`src/pe_cfg.svh`:
```
`ifndef PE_CFG_SVH
`define PE_CFG_SVH

// datapath and storage sizes
`define PE_DATA_W       32
`define PE_MEM_W        16
`define PE_FN_W         3
`define PE_NS_W         2
`define PE_IDX_W        4
`define PE_INTERIM_AW   3
`define PE_MEM_AW       4
`define PE_INST_AW      5
`define PE_INST_W       20
`define PE_NEIGH_DEPTH  4
`define PE_NEIGH_PTR_W  2

// function codes
`define FN_END   3'd0
`define FN_ADD   3'd1
`define FN_SUB   3'd2
`define FN_MUL   3'd3
`define FN_MAX   3'd4
`define FN_PASS  3'd5

// source namespaces
`define NS_DATA     2'd0
`define NS_INTERIM  2'd1
`define NS_NEIGH    2'd2
`define NS_RESULT   2'd3

//----------------------------------------
// instruction layout, msb first
// fn | src0 ns | src0 idx | src1 ns | src1 idx | iwrt | iidx | nwrt
//----------------------------------------
`define INST_FN_LSB     17
`define INST_S0NS_LSB   15
`define INST_S0IDX_LSB  11
`define INST_S1NS_LSB   9
`define INST_S1IDX_LSB  5
`define INST_IWRT_BIT   4
`define INST_IIDX_LSB   1
`define INST_NWRT_BIT   0

`endif
```
`src/pe_pkg.sv`:
```
`include "pe_cfg.svh"

package pe_pkg;

	// datapath and memory words
	typedef logic [`PE_DATA_W-1:0] data_t;
	typedef logic [`PE_MEM_W-1:0] mem_word_t;
	typedef logic [`PE_INST_W-1:0] inst_t;

	// instruction fields
	typedef logic [`PE_FN_W-1:0] fn_t;
	typedef logic [`PE_NS_W-1:0] ns_t;
	typedef logic [`PE_IDX_W-1:0] src_idx_t;

	// addresses
	typedef logic [`PE_INTERIM_AW-1:0] interim_addr_t;
	typedef logic [`PE_MEM_AW-1:0] mem_addr_t;
	typedef logic [`PE_INST_AW-1:0] inst_addr_t;

	// sequencer, one instruction in flight
	typedef enum logic [2:0] {
		IDLE,
		FETCH,
		OPERAND,
		EXECUTE,
		WRITE
	} pe_state_e;

endpackage

```
`src/pe_top.sv`:
```
`timescale 1ns/100ps

module pe_top import pe_pkg::*; (
	input  logic       clk,
	input  logic       rstn,
	input  logic       start,
	input  logic       prog_wrt,
	input  inst_addr_t prog_addr,
	input  inst_t      prog_data,
	input  logic       mem_wrt,
	input  mem_addr_t  mem_addr,
	input  mem_word_t  mem_data,
	input  data_t      neigh_data_in,
	input  logic       neigh_data_in_v,
	input  logic       neigh_full_in,
	output logic       neigh_full,
	output data_t      neigh_data_out,
	output logic       neigh_data_out_v,
	output logic       pe_stall,
	output logic       eoi
);

	inst_t inst;
	logic pc_clear;
	logic pc_step;
	logic fetch;
	mem_addr_t mem_rd_addr;
	mem_word_t mem_rd;
	interim_addr_t interim_rd_addr0;
	interim_addr_t interim_rd_addr1;
	data_t interim_rd0;
	data_t interim_rd1;
	logic interim_wrt;
	interim_addr_t interim_wrt_addr;
	logic neigh_pop;
	logic neigh_empty;
	data_t neigh_rd;
	logic exec;
	fn_t fn;
	ns_t src0_ns;
	ns_t src1_ns;
	data_t result;

	//----------------------------------------
	// storage
	//----------------------------------------
	instruction_memory u_imem (
		.clk(clk), .rstn(rstn),
		.prog_wrt(prog_wrt), .prog_addr(prog_addr), .prog_data(prog_data),
		.pc_clear(pc_clear), .pc_step(pc_step), .fetch(fetch), .inst(inst)
	);

	data_memory u_dmem (
		.clk(clk), .mem_wrt(mem_wrt), .mem_addr(mem_addr), .mem_data(mem_data),
		.rd_addr(mem_rd_addr), .rd_data(mem_rd)
	);

	// result feeds both the scratch write and the neighbor output
	interim_buffer u_interim (
		.clk(clk), .rstn(rstn),
		.wrt_en(interim_wrt), .wrt_addr(interim_wrt_addr), .wrt_data(result),
		.rd_addr0(interim_rd_addr0), .rd_addr1(interim_rd_addr1),
		.rd_data0(interim_rd0), .rd_data1(interim_rd1)
	);

	neigh_fifo u_neigh_fifo (
		.clk(clk), .rstn(rstn),
		.data_in(neigh_data_in), .data_in_valid(neigh_data_in_v),
		.pop(neigh_pop), .data_out(neigh_rd), .empty(neigh_empty), .full(neigh_full)
	);

	//----------------------------------------
	// datapath and sequencer
	//----------------------------------------
	pe_compute u_compute (
		.clk(clk), .rstn(rstn), .exec(exec), .fn(fn),
		.src0_ns(src0_ns), .src1_ns(src1_ns), .mem_rd(mem_rd),
		.interim_rd0(interim_rd0), .interim_rd1(interim_rd1),
		.neigh_rd(neigh_rd), .result(result)
	);

	pe_control u_control (
		.clk(clk), .rstn(rstn), .start(start), .inst(inst),
		.neigh_empty(neigh_empty), .neigh_full_in(neigh_full_in),
		.pc_clear(pc_clear), .pc_step(pc_step), .fetch(fetch),
		.mem_rd_addr(mem_rd_addr),
		.interim_rd_addr0(interim_rd_addr0), .interim_rd_addr1(interim_rd_addr1),
		.interim_wrt(interim_wrt), .interim_wrt_addr(interim_wrt_addr),
		.neigh_pop(neigh_pop), .exec(exec), .fn(fn),
		.src0_ns(src0_ns), .src1_ns(src1_ns),
		.neigh_data_out_v(neigh_data_out_v), .pe_stall(pe_stall), .eoi(eoi)
	);

	assign neigh_data_out = result;

endmodule

```
`src/pe_control.sv`:
```
`timescale 1ns/100ps
`include "pe_cfg.svh"

module pe_control import pe_pkg::*; (
	input  logic          clk,
	input  logic          rstn,
	input  logic          start,
	input  inst_t         inst,
	input  logic          neigh_empty,
	input  logic          neigh_full_in,
	output logic          pc_clear,
	output logic          pc_step,
	output logic          fetch,
	output mem_addr_t     mem_rd_addr,
	output interim_addr_t interim_rd_addr0,
	output interim_addr_t interim_rd_addr1,
	output logic          interim_wrt,
	output interim_addr_t interim_wrt_addr,
	output logic          neigh_pop,
	output logic          exec,
	output fn_t           fn,
	output ns_t           src0_ns,
	output ns_t           src1_ns,
	output logic          neigh_data_out_v,
	output logic          pe_stall,
	output logic          eoi
);

	pe_state_e state;
	pe_state_e state_nxt;
	src_idx_t src0_idx;
	src_idx_t src1_idx;
	logic iwrt_flag;
	logic nwrt_flag;
	logic is_end;
	logic neigh_need;
	logic in_wait;
	logic out_wait;
	logic write_go;

	//----------------------------------------
	// instruction fields
	//----------------------------------------
	assign fn = fn_t'(inst[`INST_FN_LSB +: `PE_FN_W]);
	assign src0_ns = ns_t'(inst[`INST_S0NS_LSB +: `PE_NS_W]);
	assign src0_idx = src_idx_t'(inst[`INST_S0IDX_LSB +: `PE_IDX_W]);
	assign src1_ns = ns_t'(inst[`INST_S1NS_LSB +: `PE_NS_W]);
	assign src1_idx = src_idx_t'(inst[`INST_S1IDX_LSB +: `PE_IDX_W]);
	assign iwrt_flag = inst[`INST_IWRT_BIT];
	assign interim_wrt_addr = interim_addr_t'(inst[`INST_IIDX_LSB +: `PE_INTERIM_AW]);
	assign nwrt_flag = inst[`INST_NWRT_BIT];

	// one data memory port, src0 wins
	assign mem_rd_addr = (src0_ns == `NS_DATA) ? mem_addr_t'(src0_idx) : mem_addr_t'(src1_idx);
	assign interim_rd_addr0 = src0_idx[`PE_INTERIM_AW-1:0];
	assign interim_rd_addr1 = src1_idx[`PE_INTERIM_AW-1:0];

	assign is_end = (fn == `FN_END);
	assign neigh_need = (src0_ns == `NS_NEIGH) || (src1_ns == `NS_NEIGH);

	// waits: starved neighbor input, blocked neighbor output
	assign in_wait = (state == OPERAND) && !is_end && neigh_need && neigh_empty;
	assign out_wait = (state == WRITE) && nwrt_flag && neigh_full_in;
	assign write_go = (state == WRITE) && !out_wait;

	assign pc_clear = (state == IDLE) && start;
	assign fetch = (state == FETCH);
	assign neigh_pop = (state == OPERAND) && !is_end && neigh_need && !neigh_empty;
	assign exec = (state == EXECUTE);
	assign pc_step = write_go;
	assign interim_wrt = write_go && iwrt_flag;
	assign neigh_data_out_v = write_go && nwrt_flag;
	assign pe_stall = in_wait || out_wait;
	assign eoi = (state == OPERAND) && is_end;

	always_comb begin
		state_nxt = state;
		case (state)
			IDLE:    if (start) state_nxt = FETCH;
			FETCH:   state_nxt = OPERAND;
			OPERAND: begin
				if (is_end) begin
					state_nxt = IDLE;
				end else if (!in_wait) begin
					state_nxt = EXECUTE;
				end
			end
			EXECUTE: state_nxt = WRITE;
			WRITE:   if (write_go) state_nxt = FETCH;
			default: state_nxt = IDLE;
		endcase
	end

	always_ff @(posedge clk or negedge rstn) begin
		if (!rstn) begin
			state <= IDLE;
		end else begin
			state <= state_nxt;
		end
	end

	// program may only hold defined function codes
	fn_code_chk: assert property (@(posedge clk) disable iff (!rstn)
		(state == OPERAND) |-> (fn <= `FN_PASS));

endmodule

```
`src/pe_compute.sv`:
```
`timescale 1ns/100ps
`include "pe_cfg.svh"

module pe_compute import pe_pkg::*; (
	input  logic      clk,
	input  logic      rstn,
	input  logic      exec,
	input  fn_t       fn,
	input  ns_t       src0_ns,
	input  ns_t       src1_ns,
	input  mem_word_t mem_rd,
	input  data_t     interim_rd0,
	input  data_t     interim_rd1,
	input  data_t     neigh_rd,
	output data_t     result
);

	data_t mem_sext;
	data_t neigh_q;
	data_t op0;
	data_t op1;
	data_t alu_out;

	// namespace mux, shared by both operands
	function automatic data_t op_sel(ns_t ns, data_t mem_w, data_t interim_w,
		data_t neigh_w, data_t res_w);
		case (ns)
			`NS_DATA:    op_sel = mem_w;
			`NS_INTERIM: op_sel = interim_w;
			`NS_NEIGH:   op_sel = neigh_w;
			default:     op_sel = res_w;
		endcase
	endfunction

	// neighbor head sampled in the pop cycle, lines up with the memory reads
	always_ff @(posedge clk) begin
		neigh_q <= neigh_rd;
	end

	assign mem_sext = {{(`PE_DATA_W - `PE_MEM_W){mem_rd[`PE_MEM_W-1]}}, mem_rd};
	assign op0 = op_sel(src0_ns, mem_sext, interim_rd0, neigh_q, result);
	assign op1 = op_sel(src1_ns, mem_sext, interim_rd1, neigh_q, result);

	//----------------------------------------
	// alu
	//----------------------------------------
	always_comb begin
		case (fn)
			`FN_ADD:  alu_out = op0 + op1;
			`FN_SUB:  alu_out = op0 - op1;
			`FN_MUL:  alu_out = data_t'($signed(op0) * $signed(op1));
			`FN_MAX:  alu_out = ($signed(op0) > $signed(op1)) ? op0 : op1;
			`FN_PASS: alu_out = op0;
			default:  alu_out = result;
		endcase
	end

	// result survives between instructions for NS_RESULT
	always_ff @(posedge clk or negedge rstn) begin
		if (!rstn) begin
			result <= '0;
		end else if (exec) begin
			result <= alu_out;
		end
	end

endmodule

```
`src/neigh_fifo.sv`:
```
`timescale 1ns/100ps
`include "pe_cfg.svh"

module neigh_fifo import pe_pkg::*; (
	input  logic  clk,
	input  logic  rstn,
	input  data_t data_in,
	input  logic  data_in_valid,
	input  logic  pop,
	output data_t data_out,
	output logic  empty,
	output logic  full
);

	data_t buf_mem [`PE_NEIGH_DEPTH];
	logic [`PE_NEIGH_PTR_W-1:0] wr_ptr;
	logic [`PE_NEIGH_PTR_W-1:0] rd_ptr;
	logic [`PE_NEIGH_PTR_W:0] count;
	logic push_ok;
	logic pop_ok;

	assign push_ok = data_in_valid && !full;
	assign pop_ok = pop && !empty;

	always_ff @(posedge clk) begin
		if (push_ok) begin
			buf_mem[wr_ptr] <= data_in;
		end
	end

	// pointers wrap on their own at depth 4
	always_ff @(posedge clk or negedge rstn) begin
		if (!rstn) begin
			wr_ptr <= '0;
			rd_ptr <= '0;
			count <= '0;
		end else begin
			if (push_ok) begin
				wr_ptr <= wr_ptr + 1'b1;
			end
			if (pop_ok) begin
				rd_ptr <= rd_ptr + 1'b1;
			end
			count <= count + push_ok - pop_ok;
		end
	end

	assign data_out = buf_mem[rd_ptr];
	assign empty = (count == '0);
	assign full = (count == `PE_NEIGH_DEPTH);

	//----------------------------------------
	// neighbor protocol checks
	//----------------------------------------
	no_pop_empty: assert property (@(posedge clk) disable iff (!rstn) pop |-> !empty);
	no_push_full: assert property (@(posedge clk) disable iff (!rstn) data_in_valid |-> !full);

endmodule

```
`src/interim_buffer.sv`:
```
`timescale 1ns/100ps
`include "pe_cfg.svh"

module interim_buffer import pe_pkg::*; (
	input  logic          clk,
	input  logic          rstn,
	input  logic          wrt_en,
	input  interim_addr_t wrt_addr,
	input  data_t         wrt_data,
	input  interim_addr_t rd_addr0,
	input  interim_addr_t rd_addr1,
	output data_t         rd_data0,
	output data_t         rd_data1
);

	data_t regs [1 << `PE_INTERIM_AW];

	// scratch words start at zero
	always_ff @(posedge clk or negedge rstn) begin
		if (!rstn) begin
			for (int i = 0; i < (1 << `PE_INTERIM_AW); i++) begin
				regs[i] <= '0;
			end
		end else if (wrt_en) begin
			regs[wrt_addr] <= wrt_data;
		end
	end

	// one read port per source operand
	always_ff @(posedge clk) begin
		rd_data0 <= regs[rd_addr0];
		rd_data1 <= regs[rd_addr1];
	end

endmodule

```
`src/data_memory.sv`:
```
`timescale 1ns/100ps
`include "pe_cfg.svh"

module data_memory import pe_pkg::*; (
	input  logic      clk,
	input  logic      mem_wrt,
	input  mem_addr_t mem_addr,
	input  mem_word_t mem_data,
	input  mem_addr_t rd_addr,
	output mem_word_t rd_data
);

	mem_word_t mem [1 << `PE_MEM_AW];

	//----------------------------------------
	// host write port
	//----------------------------------------
	always_ff @(posedge clk) begin
		if (mem_wrt) begin
			mem[mem_addr] <= mem_data;
		end
	end

	// operand read, registered every cycle
	always_ff @(posedge clk) begin
		rd_data <= mem[rd_addr];
	end

endmodule

```
`src/instruction_memory.sv`:
```
`timescale 1ns/100ps
`include "pe_cfg.svh"

module instruction_memory import pe_pkg::*; (
	input  logic       clk,
	input  logic       rstn,
	input  logic       prog_wrt,
	input  inst_addr_t prog_addr,
	input  inst_t      prog_data,
	input  logic       pc_clear,
	input  logic       pc_step,
	input  logic       fetch,
	output inst_t      inst
);

	inst_t mem [1 << `PE_INST_AW];
	inst_addr_t pc;

	// host program load
	always_ff @(posedge clk) begin
		if (prog_wrt) begin
			mem[prog_addr] <= prog_data;
		end
	end

	always_ff @(posedge clk or negedge rstn) begin
		if (!rstn) begin
			pc <= '0;
		end else if (pc_clear) begin
			pc <= '0;
		end else if (pc_step) begin
			pc <= pc + 1'b1;
		end
	end

	// word is valid at the end of the fetch cycle
	always_ff @(posedge clk) begin
		if (fetch) begin
			inst <= mem[pc];
		end
	end

	// program must end before running off the top
	pc_wrap_chk: assert property (@(posedge clk) disable iff (!rstn)
		pc_step |-> pc != {`PE_INST_AW{1'b1}});

endmodule

```
`config.mk`:
```
export PLATFORM = sky130hd
export DESIGN_NAME = pe_top
export DESIGN_NICKNAME = d
export VERILOG_FILES = /design/src/pe_pkg.sv /design/src/pe_top.sv /design/src/pe_control.sv /design/src/pe_compute.sv /design/src/neigh_fifo.sv /design/src/interim_buffer.sv /design/src/data_memory.sv /design/src/instruction_memory.sv
export VERILOG_INCLUDE_DIRS = /design/src
export SDC_FILE = /design/constraint.sdc
export NUM_CORES = 2
export LEC_CHECK = 0
export BUFFER_PORTS_ARGS = -buffer_cell sky130_fd_sc_hd__buf_2
export CORE_MARGIN = 2
export CORE_UTILIZATION = 41
export CTS_CLUSTER_DIAMETER = 50
export DETAILED_ROUTE_END_ITERATION = 7
export GPL_TIMING_DRIVEN = 0
export HOLD_SLACK_MARGIN = 0.03
export SYNTH_ARGS = -nofsm -noshare
export SYNTH_HDL_FRONTEND = slang
export SYNTH_HIERARCHICAL = 1
export SYNTH_SLANG_ARGS = --single-unit
export TNS_END_PERCENT = 100
```
`constraint.sdc`:
```
create_clock -name clk -period 14.9 [get_ports clk]
set_clock_uncertainty 0.05 [all_clocks]
set_input_delay 1.49 -clock clk [delete_from_list [all_inputs] [get_ports clk]]
set_output_delay 1.49 -clock clk [all_outputs]
set_load 0.1 [all_outputs]
```
==> run summary <==
Clock Path Buffers - 3
clock sinks - 1459
vias - 47600
fill count - 16900
min Tclk post-route - 11.92 ns
first-pass GRT wire length - 345000 µm
DRC errors left - 0
antenna violations before repair - 23
setup bufs post-CTS - 0
Yosys reg bits - 1459
PortBufs - 119
sequential area share after synthesis - 0.519
# H-tree levels - 4
final setup fails - 0
final WL - 238000 µm
cell repeated most along the worst path - fa_1
status - finished with violations
Setup Crit Path Kind - reg -> reg
Synth Net Count - 6138
element type at the critical path start - flop
area leader, netlist - edfxtp_1
fin. max-slew vios - 2
CTS Hold Bufs - 0
Slew @ Worst Pin - 1.62 ns
Via density - 5.67
Worst EP required - 15.50 ns
adder-cell share of the synthesized area - 0.138
Synth Cell Area - 79400 µm²
largest family of logic cells by synthesized area - multiplexers
worst-path fanout max - 10
area of the die - 197000 µm²
Worst path max stage delay - 0.96 ns
WP buf/inv - 12
CP delay by family, top - adder cells
Sequential Area - 41200 µm²
Synth cell types - 99
syn_area_per_cell - 14.6 µm²
slowest CP cell - o41ai_1
GR Util All Layers - 0.242
failing checks - max-capacitance violations, max-slew violations
EDFF count, synth - 1044
RSZ-0062 raised after global routing - no
total gr overflow - 0
relative slew slack - -0.0857
GPL Wtd Cong - 0.967
drt initial violations - 3951
core footprint - 192000 µm²
Detail Route Antenna Nets - 0
CTS Buf Count - 149
top cells by area, synth - edfxtp_1 40%, fa_1 10%, dfrtp_1 9.6%, mux4_2 8.3%, mux2_2 4.7%
max_cap viols - 2
Mapped Cells - 5423
DR pass1 iterations - 6
vias in the first global route - 49500
Post-Synth Simple-Gate Area - 0.0507
Worst Path Arrival - 12.52 ns
share of layout cells above drive strength 1 - 0.225
HPWL Detailed - 181000 µm
final-stage net count - 6466
clock root cell - clkbuf_16
Clk Latency, worst-skew pair - 0.78 ns
Die W - 444 µm
Synth Warn # - 6
Clock transition at path regs - 0.06 ns
num rows - 161
Die H - 444 µm
Hold Crit Class - reg -> reg
share of the synthesized area in the top cell type - 0.395
# resized after CTS - 0
complex-gate fraction of the synthesized area - 0.0507
wire length per cell - 28.4 µm
Setup TNS Final - 0 ns
critical path endpoint category - flop
Async S/R FF share, synth - 0.208
crit share post-route - 0.800
multiplexer share of the synthesized area - 0.180
Synth-to-Final Area Change - 12.3%
largest net degree at the start of global routing - 110
Hold Vio Cnt, Final - 0
Primary FF master, synth - edfxtp_1
Initial Utilization - 0.413
multi-input logic area - 34600 µm²
Ports - 120
Peak Freq - 83.9 MHz
Core Util, Final - 0.463
CTS tree - yes
xor/xnor share of the synthesized area - 0.0135
-- state kept, by name, summed over array words and instances (netlist names), 32 cells and up --
name and cells:
u_imem/mem 640, u_dmem/mem 256, u_interim/regs 256, u_neigh_fifo/buf_mem 128
u_compute/neigh_q 32, u_compute/result 32, u_interim/rd_data0 32, u_interim/rd_data1 32
-- worst paths after layout --
path / from / endpoint / slack, ns / depth (start not counted)
max: u_imem/inst[10] / u_compute/result[24] / 2.98 / 34
min: u_interim/regs[111] / u_interim/regs[111] / 0.45 / 1
max reg2reg: u_imem/inst[10] / u_compute/result[24] / 2.98 / 34
min reg2reg: u_interim/regs[111] / u_interim/regs[111] / 0.45 / 1
max in group asynchronous: rstn / u_interim/regs[231] / 12.62 / 4
min in group asynchronous: rstn / u_interim/regs[23] / 0.49 / 1
-- synth_stat cells, drive strengths merged, types with 14 or more instances --
master   count
dfrtp      303
nand2      260
mux4       386
a21o        18
o21ai      105
buf        185
ha         220
mux2i      128
edfxtp    1044
mux2       351
and2        29
nor3        36
o22ai       28
dfxtp      112
nand2b      22
nor2b       14
a2111oi     21
inv        519
clkbuf     131
xnor2       91
nand3       15
a22oi       57
a21oi      179
o21bai      14
xor2        26
o31ai       16
o221ai      25
fa         411
a22o        22
nor2       458
-- cells by family after synthesis --
kind of cell / count (synthesis)
xor+xnor: 118
mux: 865
flops: 1459
fa+ha+maj: 631
simple gates: 918
compound gates: 590
buf+inv: 842
-- stage by stage --
stage               worst slack [ns]  cells  hold slack, ns  instance area (µm²)
floorplan                       6.24   5423           0.414                79400
global placement                3.33   8068           0.426                83100
detailed placement              3.17   8126           0.439                84200
CTS                             3.14   8396           0.421                89100
global route                    2.64   8399           0.449                89100
finish                          2.98   8399           0.451                89100
-- layer usage --
layer | vias to the layer above | part of all wire | global-route usage
li1 | 20500 | - | -
met1 | 25000 | 0.40 | 0.306
met2 | 1602 | 0.50 | 0.410
met3 | 448 | 0.054 | 0.0354
met5 | - | 0.00030 | 0
met4 | 12 | 0.051 | 0.112
-- cell usage in the layout, fill, tap and decap left out, types with 190 or more instances in the layout --
| cell type | n |
|---|---|
| mux2_2 | 333 |
| dfrtp_1 | 303 |
| mux4_2 | 291 |
| inv_1 | 496 |
| nor2_1 | 412 |
| fa_1 | 411 |
| nand2_1 | 256 |
| ha_1 | 220 |
| buf_2 | 190 |
| edfxtp_1 | 1044 |
-- cell type report --
cell class,count,area share
antenna,3,0.0000843
inverter,526,0.0222
tap,2526,0.0355
timing repair buffer,177,0.0169
buffer,316,0.0204
sequential,1459,0.462
clock inverter,74,0.00844
clock buffer,196,0.0463
multi-input combinational,3122,0.388
Power is not shown: default switching activity piles up to over one toggle a cycle in this logic, so the estimate is an artifact.
